File: config.mk
export PLATFORM = sky130hd
export DESIGN_NAME = memStage
export DESIGN_NICKNAME = d
export VERILOG_FILES = /design/src/design/memPkg.sv /design/src/design/memStageReg.sv /design/src/design/storeLane.sv /design/src/design/memAccessCtrl.sv /design/src/design/memStage.sv
export SDC_FILE = /design/constraint.sdc
export NUM_CORES = 1
export LEC_CHECK = 0
export ABC_CLOCK_PERIOD_IN_PS = 4000
export BUFFER_PORTS_ARGS = -buffer_cell sky130_fd_sc_hd__buf_2
export CORE_UTILIZATION = 35
export CTS_CLUSTER_DIAMETER = 120
export DETAILED_ROUTE_END_ITERATION = 7
export GPL_ROUTABILITY_DRIVEN = 1
export SLEW_MARGIN = 20
export SYNTH_ARGS = -nofsm -noshare
export SYNTH_HDL_FRONTEND = slang
export SYNTH_HIERARCHICAL = 1
export SYNTH_SLANG_ARGS = --single-unit
File: constraint.sdc
create_clock -name clk -period 4 [get_ports clk]
set_input_delay 0 -clock clk [delete_from_list [all_inputs] [get_ports clk]]
set_output_delay 0 -clock clk [all_outputs]
set_load 0.005 [all_outputs]
File: src/design/memPkg.sv
`default_nettype none

package memPkg;

    // word width of the data path, lane count follows from it
    localparam int dataWidth = 32;
    localparam int laneCount = dataWidth / 8;

    // load kinds, U means zero extension
    typedef enum logic [2:0] {
        ldNone,
        ldByte,
        ldByteU,
        ldHalf,
        ldHalfU,
        ldWord
    } loadType;

    typedef enum logic [1:0] {
        stNone,
        stByte,
        stHalf,
        stWord
    } storeType;

    // MIPS cause register ExcCode values
    typedef enum logic [4:0] {
        excNone = 5'd0,
        excAdEL = 5'd4,   // address error on load
        excAdES = 5'd5,   // address error on store
        excDBE  = 5'd7    // bus error on data access
    } excCode;

endpackage

`default_nettype wire

File: src/design/memStageReg.sv
`timescale 1ns/1ps
`default_nettype none

module memStageReg (
    input  logic                         clk,
    input  logic                         rstN,
    input  logic                         memFlush,
    input  logic                         exeValid,
    output logic                         exeReady,
    input  logic                         retire,
    input  logic [memPkg::dataWidth-1:0] exeAluOut,
    input  logic [memPkg::dataWidth-1:0] exeStoreData,
    input  memPkg::loadType              exeLoadType,
    input  memPkg::storeType             exeStoreType,
    input  logic [4:0]                   exeDst,
    input  logic                         exeRegWr,
    output logic                         heldValid,
    output logic [memPkg::dataWidth-1:0] heldAddr,
    output logic [memPkg::dataWidth-1:0] heldStoreData,
    output memPkg::loadType              heldLoadType,
    output memPkg::storeType             heldStoreType,
    output logic [4:0]                   heldDst,
    output logic                         heldRegWr
);
    logic busy;         // held op is still on the bus
    logic accept;
    logic flushPend;    // flush seen mid-transfer, waits for completion
    logic applyFlush;

    // anything held and not retiring this cycle is an APB transfer in flight
    assign busy       = heldValid && !retire;
    assign exeReady   = !heldValid || retire;
    assign accept     = exeValid && exeReady;
    assign applyFlush = (memFlush || flushPend) && !busy;

    always_ff @(posedge clk or negedge rstN) begin
        if (!rstN) begin
            heldValid <= 1'b0;
            flushPend <= 1'b0;
        end else begin
            flushPend <= busy && (memFlush || flushPend);
            if (applyFlush) begin
                heldValid <= 1'b0;      // drops the incoming op as well
            end else if (accept) begin
                heldValid <= 1'b1;
            end else if (retire) begin
                heldValid <= 1'b0;
            end
        end
    end

    // instruction fields
    always_ff @(posedge clk) begin
        if (accept) begin
            heldAddr      <= exeAluOut;
            heldStoreData <= exeStoreData;
            heldLoadType  <= exeLoadType;
            heldStoreType <= exeStoreType;
            heldDst       <= exeDst;
            heldRegWr     <= exeRegWr;
        end
    end

endmodule

`default_nettype wire

File: src/design/storeLane.sv
`timescale 1ns/1ps
`default_nettype none

module storeLane #(
    parameter int laneIndex = 0
) (
    input  memPkg::storeType             heldStoreType,
    input  logic [1:0]                   addrLow,
    input  logic [memPkg::dataWidth-1:0] storeData,
    output logic                         laneStrb,
    output logic [7:0]                   laneByte
);
    localparam logic [1:0] lanePos = 2'(laneIndex);

    always_comb begin
        laneStrb = 1'b0;
        laneByte = storeData[8*laneIndex +: 8];     // own byte for words
        case (heldStoreType)
            memPkg::stByte: begin
                laneStrb = (addrLow == lanePos);
                laneByte = storeData[7:0];
            end
            memPkg::stHalf: begin
                laneStrb = (addrLow[1] == lanePos[1]);
                // low lane of the pair takes the low byte of the half
                laneByte = lanePos[0] ? storeData[15:8] : storeData[7:0];
            end
            memPkg::stWord: laneStrb = 1'b1;
            default: ;
        endcase
    end

endmodule

`default_nettype wire

File: src/design/memAccessCtrl.sv
`timescale 1ns/1ps
`default_nettype none

module memAccessCtrl #(
    parameter int apbAddrWidth = 16
) (
    input  logic                         clk,
    input  logic                         rstN,
    input  logic                         heldValid,
    input  logic [memPkg::dataWidth-1:0] heldAddr,
    input  memPkg::loadType              heldLoadType,
    input  memPkg::storeType             heldStoreType,
    input  logic [4:0]                   heldDst,
    input  logic                         heldRegWr,
    input  logic [memPkg::laneCount-1:0] laneStrb,
    input  logic [memPkg::dataWidth-1:0] laneData,
    output logic                         retire,
    output logic                         memValid,
    output logic [memPkg::dataWidth-1:0] memResult,
    output logic [4:0]                   memDst,
    output logic                         memRegWr,
    output memPkg::excCode               memExc,
    output logic [memPkg::dataWidth-1:0] memBadVAddr,
    output logic [apbAddrWidth-1:0]      paddr,
    output logic                         psel,
    output logic                         penable,
    output logic                         pwrite,
    output logic [memPkg::dataWidth-1:0] pwdata,
    output logic [memPkg::laneCount-1:0] pstrb,
    input  logic [memPkg::dataWidth-1:0] prdata,
    input  logic                         pready,
    input  logic                         pslverr
);
    typedef enum logic [1:0] {
        apbIdle,
        apbSetup,
        apbAccess
    } apbState;

    apbState                      state;
    apbState                      phase;      // bus phase seen this cycle
    apbState                      nextState;
    logic                         isLoad;
    logic                         isStore;
    logic                         misaligned;
    logic                         addrErr;
    logic                         startReq;
    logic                         doneReg;    // bus access finished last edge
    logic                         busErr;
    logic [7:0]                   loadByte;
    logic [15:0]                  loadHalf;
    logic [memPkg::dataWidth-1:0] loadData;
    logic [memPkg::dataWidth-1:0] resultReg;

    assign isLoad  = heldLoadType != memPkg::ldNone;
    assign isStore = heldStoreType != memPkg::stNone;

    // half needs bit 0 clear, word needs bits 1:0 clear
    always_comb begin
        misaligned = 1'b0;
        case (heldLoadType)
            memPkg::ldHalf, memPkg::ldHalfU: misaligned = heldAddr[0];
            memPkg::ldWord:                  misaligned = |heldAddr[1:0];
            default: ;
        endcase
        case (heldStoreType)
            memPkg::stHalf: misaligned = heldAddr[0];
            memPkg::stWord: misaligned = |heldAddr[1:0];
            default: ;
        endcase
    end

    assign addrErr  = misaligned && (isLoad || isStore);
    assign startReq = heldValid && (isLoad || isStore) && !addrErr && !doneReg;

    // setup comes straight out of idle, so the bus starts the cycle after capture
    always_comb begin
        phase = state;
        if (state == apbIdle && startReq) begin
            phase = apbSetup;
        end
    end

    always_comb begin
        case (phase)
            apbSetup:  nextState = apbAccess;
            apbAccess: nextState = pready ? apbIdle : apbAccess;
            default:   nextState = apbIdle;
        endcase
    end

    always_ff @(posedge clk or negedge rstN) begin
        if (!rstN) begin
            state   <= apbIdle;
            doneReg <= 1'b0;
        end else begin
            state   <= nextState;
            doneReg <= (phase == apbAccess) && pready;
        end
    end

    // pick the addressed byte or half, then extend
    always_comb begin
        loadByte = prdata[8*heldAddr[1:0] +: 8];
        loadHalf = prdata[16*heldAddr[1] +: 16];
        case (heldLoadType)
            memPkg::ldByte:  loadData = {{(memPkg::dataWidth-8){loadByte[7]}}, loadByte};
            memPkg::ldByteU: loadData = {{(memPkg::dataWidth-8){1'b0}}, loadByte};
            memPkg::ldHalf:  loadData = {{(memPkg::dataWidth-16){loadHalf[15]}}, loadHalf};
            memPkg::ldHalfU: loadData = {{(memPkg::dataWidth-16){1'b0}}, loadHalf};
            default:         loadData = prdata;
        endcase
    end

    always_ff @(posedge clk) begin
        if (phase == apbAccess && pready) begin
            resultReg <= isLoad ? loadData : heldAddr;
            busErr    <= pslverr;
        end
    end

    assign paddr   = apbAddrWidth'({heldAddr[memPkg::dataWidth-1:2], 2'b00});
    assign psel    = phase != apbIdle;
    assign penable = phase == apbAccess;
    assign pwrite  = isStore;
    assign pwdata  = laneData;
    assign pstrb   = isStore ? laneStrb : '0;   // reads carry no strobes

    // non-memory ops and address errors retire straight from the held register
    assign memValid  = (heldValid && (!(isLoad || isStore) || addrErr)) || doneReg;
    assign retire    = memValid;
    assign memResult = doneReg ? resultReg : heldAddr;
    assign memDst    = heldDst;
    assign memRegWr  = heldRegWr && !addrErr && !(doneReg && busErr);

    always_comb begin
        memExc      = memPkg::excNone;
        memBadVAddr = '0;
        if (addrErr) begin
            memExc      = isLoad ? memPkg::excAdEL : memPkg::excAdES;
            memBadVAddr = heldAddr;
        end else if (doneReg && busErr) begin
            memExc = memPkg::excDBE;
        end
    end

endmodule

`default_nettype wire

File: src/design/memStage.sv
`timescale 1ns/1ps
`default_nettype none

module memStage #(
    parameter int apbAddrWidth = 16
) (
    input  logic                         clk,
    input  logic                         rstN,
    // from execute
    input  logic                         exeValid,
    output logic                         exeReady,
    input  logic [memPkg::dataWidth-1:0] exeAluOut,
    input  logic [memPkg::dataWidth-1:0] exeStoreData,
    input  memPkg::loadType              exeLoadType,
    input  memPkg::storeType             exeStoreType,
    input  logic [4:0]                   exeDst,
    input  logic                         exeRegWr,
    input  logic                         memFlush,
    // to writeback
    output logic                         memValid,
    output logic [memPkg::dataWidth-1:0] memResult,
    output logic [4:0]                   memDst,
    output logic                         memRegWr,
    output memPkg::excCode               memExc,
    output logic [memPkg::dataWidth-1:0] memBadVAddr,
    // APB master
    output logic [apbAddrWidth-1:0]      paddr,
    output logic                         psel,
    output logic                         penable,
    output logic                         pwrite,
    output logic [memPkg::dataWidth-1:0] pwdata,
    output logic [memPkg::laneCount-1:0] pstrb,
    input  logic [memPkg::dataWidth-1:0] prdata,
    input  logic                         pready,
    input  logic                         pslverr
);
    logic                         heldValid;
    logic [memPkg::dataWidth-1:0] heldAddr;
    logic [memPkg::dataWidth-1:0] heldStoreData;
    memPkg::loadType              heldLoadType;
    memPkg::storeType             heldStoreType;
    logic [4:0]                   heldDst;
    logic                         heldRegWr;
    logic                         retire;
    logic [memPkg::laneCount-1:0] laneStrb;
    logic [memPkg::dataWidth-1:0] laneData;

    memStageReg uMemStageReg (
        .clk           (clk),
        .rstN          (rstN),
        .memFlush      (memFlush),
        .exeValid      (exeValid),
        .exeReady      (exeReady),
        .retire        (retire),
        .exeAluOut     (exeAluOut),
        .exeStoreData  (exeStoreData),
        .exeLoadType   (exeLoadType),
        .exeStoreType  (exeStoreType),
        .exeDst        (exeDst),
        .exeRegWr      (exeRegWr),
        .heldValid     (heldValid),
        .heldAddr      (heldAddr),
        .heldStoreData (heldStoreData),
        .heldLoadType  (heldLoadType),
        .heldStoreType (heldStoreType),
        .heldDst       (heldDst),
        .heldRegWr     (heldRegWr)
    );

    // one alignment unit per byte lane
    for (genvar i = 0; i < memPkg::laneCount; i++) begin : genLane
        storeLane #(
            .laneIndex (i)
        ) uStoreLane (
            .heldStoreType (heldStoreType),
            .addrLow       (heldAddr[1:0]),
            .storeData     (heldStoreData),
            .laneStrb      (laneStrb[i]),
            .laneByte      (laneData[8*i +: 8])
        );
    end

    memAccessCtrl #(
        .apbAddrWidth (apbAddrWidth)
    ) uMemAccessCtrl (
        .clk           (clk),
        .rstN          (rstN),
        .heldValid     (heldValid),
        .heldAddr      (heldAddr),
        .heldLoadType  (heldLoadType),
        .heldStoreType (heldStoreType),
        .heldDst       (heldDst),
        .heldRegWr     (heldRegWr),
        .laneStrb      (laneStrb),
        .laneData      (laneData),
        .retire        (retire),
        .memValid      (memValid),
        .memResult     (memResult),
        .memDst        (memDst),
        .memRegWr      (memRegWr),
        .memExc        (memExc),
        .memBadVAddr   (memBadVAddr),
        .paddr         (paddr),
        .psel          (psel),
        .penable       (penable),
        .pwrite        (pwrite),
        .pwdata        (pwdata),
        .pstrb         (pstrb),
        .prdata        (prdata),
        .pready        (pready),
        .pslverr       (pslverr)
    );

endmodule

`default_nettype wire

Yosys cells after proc, flatten, opt, wreduce, memory -nomap -nowiden
Cells that the tools add are included.

operators by class
  bitwise gates (word level) = 1
  reductions and logical operators = 35
  eq/ne operators = 13
  shift operators = 2
  multiplexer cells = 23

operator list
  kind                                                                   number
  32-bit case mux with 4 select lines                                    1
  32-bit 2-to-1 mux                                                      3
  32-bit by 6-bit variable part select with 16-bit output                1
  32-bit by 6-bit variable part select with 8-bit output                 1
  8-bit 2-to-1 mux                                                       2
  8-bit case mux with 2 select lines                                     1
  1-bit logical AND                                                      14
  1-bit case mux with 3 select lines                                     4
  2-bit equality test, second input constant                             5
  1-bit zero test                                                        7
  2-bit by 1-bit equality test with 1-bit output, second input constant  3
  3-bit by 2-bit equality test with 1-bit output, second input constant  2
  3-bit equality test, second input constant                             2
  3-bit nonzero test                                                     2
  2-bit OR reduction                                                     3
  1-bit logical OR                                                       5
  5-bit 2-to-1 mux                                                       1
  2-bit zero test                                                        2
  1-bit 2-to-1 mux                                                       4
  2-bit 2-to-1 mux                                                       2
  4-bit 2-to-1 mux                                                       1
  1-bit case mux with 2 select lines                                     2
  2-bit case mux with 2 select lines                                     1
  2-bit nonzero test                                                     2
  other kinds (3)                                                        3

storage, ports and cells
  register bits = 113
  word-level logic and storage cells = 86
  output and inout port bits = 132
  bits of input ports = 113

Longest topological paths before layout
Gate-level depths: netlist of run 1.

  depth after elaboration = 13
  mapped depth = 8
  gate-level depth less buffers = 6

Modules after synthesis
Netlist of run 1, hierarchy kept.

by module, submodules not included
  module                              area an instance (um^2)  cells an instance  instances  sequential area each (um^2)
  memAccessCtrl                       3,221.8                  332                1          1,041.0
  memStageReg                         2,341.0                  82                 1          2,302.2
  storeLane at genLane[3].uStoreLane  285.3                    38                 1          0.0
  storeLane at genLane[2].uStoreLane  210.2                    19                 1          0.0
  storeLane at genLane[1].uStoreLane  168.9                    14                 1          0.0
  storeLane at genLane[0].uStoreLane  78.8                     11                 1          0.0

Worst setup path before layout of run 1
Ideal clock, no wire load.

  path kind = register to register
  start point = reg uMemStageReg.heldLoadType[1]
  end point = reg uMemStageReg/heldAddr[0] (netlist bit) (enable)
  arrival time = 2,616 ps
  clock period less this slack = 3,017 ps
  buffers on the path = 2
  library setup time = 400 ps
  slack = 983 ps
  cell stages (with the launch flop) = 9
  data required time = 3,600 ps
  path through = edfxtp_1 buf_6 nor3_1 nand2_1 nand3_1 a21o_1 buf_4 nand2b_4 and2_2

between the ends
  cells in the longest elaborated chain, start to end = 10
  elaborated cells on any way between the ends = 15
  those cells by class = 3 x eq/ne; 2 x mux; 10 x reduce/logical

RTL lines
  what                                                                                   line                  text
  start: declaration                                                                     memStageReg.sv:20     output memPkg::loadType heldLoadType,
  start signal: assignment                                                               memStageReg.sv:57     heldLoadType <= exeLoadType;
  3-bit by 2-bit equality test with 1-bit output or 3-bit equality test (tied branches)  memAccessCtrl.sv:61   case (heldLoadType)
  2-bit OR reduction                                                                     memAccessCtrl.sv:61
  1-bit case mux with 2 select lines                                                     memAccessCtrl.sv:61
  1-bit case mux with 2 select lines                                                     memAccessCtrl.sv:66   case (heldStoreType)
  1-bit logical AND                                                                      memAccessCtrl.sv:73   assign addrErr = misaligned && (isLoad || isStore);
  1-bit logical OR *                                                                     memAccessCtrl.sv:130  assign memValid = (heldValid && (!(isLoad || isStore) || addrErr)) || doneReg;
  1-bit logical AND *                                                                    memAccessCtrl.sv:130
  1-bit logical OR *                                                                     memAccessCtrl.sv:130
  via memValid                                                                           memStage.sv:20        output logic memValid,
  1-bit logical OR *                                                                     memStageReg.sv:32     assign exeReady = !heldValid || retire;
  via exeReady                                                                           memStage.sv:11        output logic exeReady,
  1-bit logical AND *                                                                    memStageReg.sv:33     assign accept = exeValid && exeReady;
  via uMemStageReg.accept                                                                memStageReg.sv:26     logic accept;
  end signal: assignment                                                                 memStageReg.sv:55     heldAddr <= exeAluOut;
  end: declaration                                                                       memStageReg.sv:18     output logic [memPkg::dataWidth-1:0] heldAddr,

The timed path passes the listed nets; every way through them passes the cells marked *.
A chain may end at the register's enable or synchronous reset.

Final worst setup path of run 1
  start point = reg uMemStageReg.heldStoreType[1]
  end point = reg uMemStageReg/heldAddr[26] (netlist bit) (enable)

between the ends
  cells in the longest elaborated chain, start to end = 8
  elaborated cells on any way between the ends = 12
  those cells by class = 2 x eq/ne; 1 x mux; 9 x reduce/logical

RTL lines
  what                                                                    line                                                            text
  start: declaration                                                      memStageReg.sv:21                                               output memPkg::storeType heldStoreType,
  start signal: assignment                                                memStageReg.sv:58                                               heldStoreType <= exeStoreType;
  2-bit equality test or 2-bit nonzero test (tied branches)               memAccessCtrl.sv:66, memAccessCtrl.sv:56
  1-bit case mux with 2 select lines or 1-bit logical OR (tied branches)  memAccessCtrl.sv:66, memAccessCtrl.sv:73, memAccessCtrl.sv:130
  1-bit logical AND or 1-bit zero test (tied branches)                    memAccessCtrl.sv:73, memAccessCtrl.sv:130
  1-bit logical OR *                                                      memAccessCtrl.sv:130
  1-bit logical AND *                                                     memAccessCtrl.sv:130
  1-bit logical OR *                                                      memAccessCtrl.sv:130
  1-bit logical OR *                                                      memStageReg.sv:32
  1-bit logical AND *                                                     memStageReg.sv:33
  via uMemStageReg.accept                                                 memStageReg.sv:26

Marks and branches as above.

==> flow_metrics.tcl, run 1 <==
set metrics [dict create \
    grt_max_degree 76 \
    layout_commonest_cell "buf_2" \
    vdd_drop_max_mv 0.309 \
    synthFlopType "edfxtp_1" \
    max_cap_viol_count 0 \
    hold_viol 0 \
    arrival_ps 2710 \
    min_delay_path_depth 2 \
    finalCriticalPeriod_ps 2740 \
    post_cts_buffers 0 \
    final_cell_count_no_fill 974 \
    layout.nets 866 \
    core_area_mm2 0.0174 \
    final_design_area_no_fill_mm2 0.00824 \
    path_max_fanout 75 \
    vias 4801 \
    cts_sinks 112 \
    clk_latency_ps 350 \
    rsz0062_at_grt "no" \
    multiInputGateArea_mm2 0.00224 \
    ioPinCount 245 \
    final_max_slew_viol_count 0 \
    total_power_mw 4.24 \
    portBuffers 240 \
    area_growth_pct 30.7 \
    syn-cell-area_mm2 0.00631 \
    synth_edf_count 108 \
    finalSetupViolCount 0 \
    htree_levels 3 \
    place_congestion 0.809 \
    row_count 48 \
    start_util 0.362 \
    drt_pass1_iterations 4 \
    rr_worst_depth 6 \
    dr.first_iter.drc_count 300 \
    grt_antenna_before_repair 0 \
    ys_types 62 \
    clock.fmax_ghz 0.366 \
    cts_tree "done" \
    synth_cells 496 \
    hpwl_mm 12.2 \
    dp_slack_ps 1230 \
    ys_ff_latch 112 \
    finalClockSkew_ps 9.58 \
    drc_errors 0 \
    hold_slack_ps 38.1 \
    leakagePower_nw 3.46 \
    crit_cells 6 \
    clk_path_buf_depth 2 \
    status "finished, final reports clean" \
    fin_ws_ps 1260 \
    wl_per_cell_um 18.1 \
    slowest_stage "and2_4" \
    async_reset_ff_frac 0.0357 \
    fillers 1577 \
    wirelength_mm 17.7 \
    dp_cells 876 \
    worstPathRequired_ps 3970 \
    post-route-period-util 0.684 \
    ys_warn_count 6 \
    worst_pin_slew_ps 1020 \
    criticalPathCategory "flip-flop to flip-flop" \
    synth_area_per_cell_um2 12.7 \
    final_cell_mix "buf_2 (240), edfxtp_1 (108), dlygate4sd3_1 (83), nor2_1 (37)" \
    powerDensity_mw_per_mm2 514 \
    slew_headroom 0.319 \
    die-width_um 136 \
    cts-root-buf "clkbuf_16" \
    grt_overflow 0 \
    placed_area_mm2 0.00715 \
    worst_path_largest_cell_delay_ps 800 \
    ff_latch_area_mm2 0.00334 \
    critPathLaunchType "flip-flop" \
    clk_pin_slew_ps 80 \
    cts-buffers-inserted 9 \
    grt_usage 0.192 \
    min_path_type "input pin to flip-flop" \
    ant_nets 0 \
    path_cells "nor2_1 > nand2_1 > nand3_1 > a21o_1 > nand2b_4 > and2_4" \
    path_delay_family "simple AND/OR/NAND/NOR gates" \
    cp_num_buf_inv 0 \
    seq_area_frac_synth 0.530 \
    n_antenna_cell 0 \
    die_h_um 136 \
    utilization 0.473 \
    grt_pass1_vias 4818 \
    cts_resized 0 \
    die_area_mm2 0.0186 \
    drive_gt1_frac 0.457 \
    setup_tns_ps 0 \
    grt_pass1_wl_mm 26.4 \
    cp-end-kind "flip-flop" \
    via_per_inst 4.93 \
    postCtsHoldBufs 83 \
]
-- power by group --
part / internal (mW) / total, mW / switching, mW
sequential: 1.62 / 1.78 / 0.162
clock: 0.417 / 0.833 / 0.416
combinational: 0.796 / 1.63 / 0.831
-- worst paths after layout --
kind | from | end | slack, ps
max reg2reg | uMemStageReg/heldStoreType[1]$_DFFE_PP_ | uMemStageReg/heldAddr[26]$_DFFE_PP_ | 1260
max in group asynchronous | rstN | uMemAccessCtrl/state[1]$_DFF_PN0_ | 3290
max | uMemStageReg/heldStoreType[1]$_DFFE_PP_ | uMemStageReg/heldAddr[26]$_DFFE_PP_ | 1260
min reg2reg | uMemStageReg/flushPend$_DFF_PN0_ | uMemStageReg/flushPend$_DFF_PN0_ | 510
min in group asynchronous | rstN | uMemStageReg/flushPend$_DFF_PN0_ | 540
min | prdata[20] | uMemAccessCtrl/resultReg[20]$_DFFE_PP_ | 40
-- final cells by class --
class,instances,share of cell area
Sequential cell,112,0.406
Multi-Input combinational cell,281,0.271
Timing Repair Buffer,329,0.252
Tap cell,225,0.0341
Clock buffer,9,0.0273
Inverter,12,0.00546
Clock inverter,6,0.00440
-- registers in the layout (all words and copies together), names as in the netlist --
signal,flops
uMemAccessCtrl/busErr,1
uMemAccessCtrl/doneReg,1
uMemAccessCtrl/resultReg,32
uMemAccessCtrl/state,1
uMemStageReg/flushPend,1
uMemStageReg/heldAddr,32
uMemStageReg/heldDst,5
uMemStageReg/heldLoadType,3
uMemStageReg/heldRegWr,1
uMemStageReg/heldStoreData,32
uMemStageReg/heldStoreType,2
uMemStageReg/heldValid,1
-- logic make-up after synthesis --
group / count (synthesis) / share of synthesized area
xor+xnor: 1 / 0.00139
other cells: 1 / 0.000595
compound gates: 101 / 0.130
flops: 112 / 0.530
fa+ha+maj: 8 / 0.0159
mux: 55 / 0.109
simple gates: 112 / 0.0952
buf+inv: 106 / 0.118
-- worst reg2reg max path, stage by stage (launching register included) --
cell      delay (ps)
edfxtp_1         580
nor2_1           370
nand2_1          120
nand3_1          140
a21o_1           140
nand2b_4         130
and2_4           800
-- per-layer routing --
layer	vias up	track usage	part of all wire
met5	-	0	0
met1	2311	0.226	0.41
met3	18	0.0459	0.074
met4	0	0.0562	0.015
met2	211	0.343	0.50
li1	2261	-	-
-- Yosys cell counts (2+ instances only) --
cell type  number  share of area
o22ai_1         3         0.0030
buf_2          10         0.0079
buf_6           9          0.016
dfrtp_1         4          0.016
nand3_1         4         0.0032
a22oi_1        14          0.017
mux2i_1         2         0.0032
nand3b_1        2         0.0024
o221a_2        15          0.027
buf_4          66          0.079
nor2_2          2         0.0020
and2_1          2         0.0020
o21ai_0         4         0.0032
a21oi_2         2         0.0028
nand2_1        12         0.0071
o31ai_1        11          0.013
a22oi_2         2         0.0040
nor2_1         37          0.022
inv_1          11         0.0065
mux2_2         36          0.064
ha_1            8          0.016
mux2_4         16          0.038
and3_1          3         0.0030
a21o_1          2         0.0024
nand2b_1        5         0.0050
o21a_1          6         0.0071
clkbuf_1        7         0.0042
a41o_1          2         0.0032
edfxtp_1      108           0.51
a21oi_1        17          0.013
nor2b_1        36          0.036
a211oi_1        8         0.0095
Note: power is estimated with default switching activity, not from simulation.
==> run 2: changes to the inputs <==
ABC_CLOCK_PERIOD_IN_PS = 2800   (was 4000)
clock period = 2.8 ns   (was 4 ns; I/O delays follow)
==> run 2 against run 1 <==
- sequential power grew 42%
- critical endpoint is now uMemStageReg/heldAddr[21]$_DFFE_PP_
- first-iteration DRC count shrank 9.7%
- die area is the same
- cell area grew 0.73%
- sequential share of layout area shrank 0.28 points
- routed wire length shrank 0.20%
- via count grew 0.87%
==> flow_metrics.tcl, run 2 (same netlist as run 1, synthesis figures left out) <==
set metrics [dict create \
    hold_viol 0 \
    die_h_um 136 \
    total_power_mw 6.14 \
    drc_errors 0 \
    worst_pin_slew_ps 1030 \
    fin_ws_ps 245 \
    min_path_type "input pin to flip-flop" \
    vias 4843 \
    status "finished, final reports clean" \
    final_max_slew_viol_count 0 \
    wl_met3_mm 1.52 \
    leakagePower_nw 3.50 \
    hpwl_mm 12.3 \
    fillers 1594 \
    layout.nets 871 \
    wl_met2_mm 8.37 \
    ant_nets 0 \
    critPathLaunchType "flip-flop" \
    cp-end-kind "flip-flop" \
    cts_tree "done" \
    arrival_ps 2540 \
    dp_slack_ps 222 \
    dr.first_iter.drc_count 271 \
    htree_levels 3 \
    post-route-period-util 0.912 \
    via_per_inst 4.94 \
    grt_antenna_before_repair 0 \
    rsz0062_at_grt "no" \
    finalCriticalPeriod_ps 2550 \
    wl_per_cell_um 18.0 \
    final_cell_mix "buf_2 (240), edfxtp_1 (108), dlygate4sd3_1 (83), nor2_1 (37)" \
    setup_tns_ps 0 \
    die_area_mm2 0.0186 \
    utilization 0.477 \
    worstPathRequired_ps 2780 \
    post_cts_buffers 0 \
    criticalPathCategory "flip-flop to flip-flop" \
    drt_pass1_iterations 5 \
    grt_overflow 0 \
    max_cap_viol_count 0 \
    ioPinCount 245 \
    finalSetupViolCount 0 \
    grt_pass1_vias 4829 \
    cts_resized 0 \
    row_count 48 \
    wirelength_mm 17.6 \
    cts_sinks 112 \
    cts-buffers-inserted 9 \
    clk_latency_ps 360 \
    path_max_fanout 75 \
    die-width_um 136 \
    postCtsHoldBufs 83 \
    n_antenna_cell 0 \
    clock.fmax_ghz 0.391 \
    cts-root-buf "clkbuf_16" \
    cp-startpoint "uMemStageReg/heldStoreType[0]$_DFFE_PP_" \
    multiInputGateArea_mm2 0.00223 \
    clk_path_buf_depth 2 \
    reg_top3 "uMemAccessCtrl/resultReg x32, uMemStageReg/heldAddr x32, uMemStageReg/heldStoreData x32" \
    slew_headroom 0.312 \
    grt_max_degree 76 \
    grt_pass1_wl_mm 26.6 \
    vdd_drop_max_mv 0.499 \
    clk_pin_slew_ps 70 \
    grt_usage 0.191 \
    rr_startpoint "uMemStageReg/heldStoreType[0]$_DFFE_PP_" \
    place_congestion 0.824 \
    drive_gt1_frac 0.464 \
    ff_latch_area_mm2 0.00334 \
    min-delay-start "prdata[22]" \
    portBuffers 240 \
    powerDensity_mw_per_mm2 740 \
    finalClockSkew_ps 9.94 \
    area_growth_pct 31.7 \
    start_util 0.362 \
    layout_commonest_cell "buf_2" \
    top_layer_used "met4" \
    core_area_mm2 0.0174 \
    met1_length_mm 7.43 \
]
==> run 2: final cells by class <==
type	count	area share
Inverter	12	0.00542
Clock buffer	9	0.0271
Timing Repair Buffer	334	0.256
Tap cell	225	0.0339
Sequential cell	112	0.403
Multi-Input combinational cell	281	0.269
Clock inverter	7	0.00557
==> run 2: power by group <==
part | internal [mW] | total (mW) | switching [mW] | leakage (nW)
Sequential | 2.31 | 2.53 | 0.214 | 1.07
Combinational | 1.17 | 2.39 | 1.23 | 2.30
Clock | 0.603 | 1.22 | 0.620 | 0.129
==> run 2: stage by stage <==
step	hold slack [ps]	std cells	cell area, µm²
after floorplan	-296	499	6320
after global placement	-192	881	7200
after detailed placement	-190	881	7200
after CTS	15.8	980	8300
after global routing	34.9	980	8300
final	34.5	980	8300
==> run 2: critical path, cell delays in order (launching register included) <==
cell	delay (ps)
edfxtp_1	580
nor2_1	220
nand2_1	100
nand3_1	120
a21o_1	150
nand2b_4	140
and2_4	820
==> run 2: path summary, 6_finish.rpt <==
path / to / slack (ps) / cells after the start
setup / recovery: uMemStageReg/heldAddr[21]$_DFFE_PP_ / 250 / 6
hold / removal: uMemAccessCtrl/resultReg[22]$_DFFE_PP_ / 30 / 2
setup reg to reg: uMemStageReg/heldAddr[21]$_DFFE_PP_ / 250 / 6
hold reg to reg: uMemStageReg/flushPend$_DFF_PN0_ / 570 / 2
max in group asynchronous: uMemAccessCtrl/doneReg$_DFF_PN0_ / 2080 / 3
min in group asynchronous: uMemStageReg/flushPend$_DFF_PN0_ / 530 / 3
==> run 2: layer usage <==
| metal | global-route usage | up-vias |
|---|---|---|
| met5 | 0 | - |
| met4 | 0.0605 | 0 |
| met3 | 0.0533 | 18 |
| met2 | 0.318 | 231 |
| met1 | 0.237 | 2318 |
| li1 | - | 2276 |
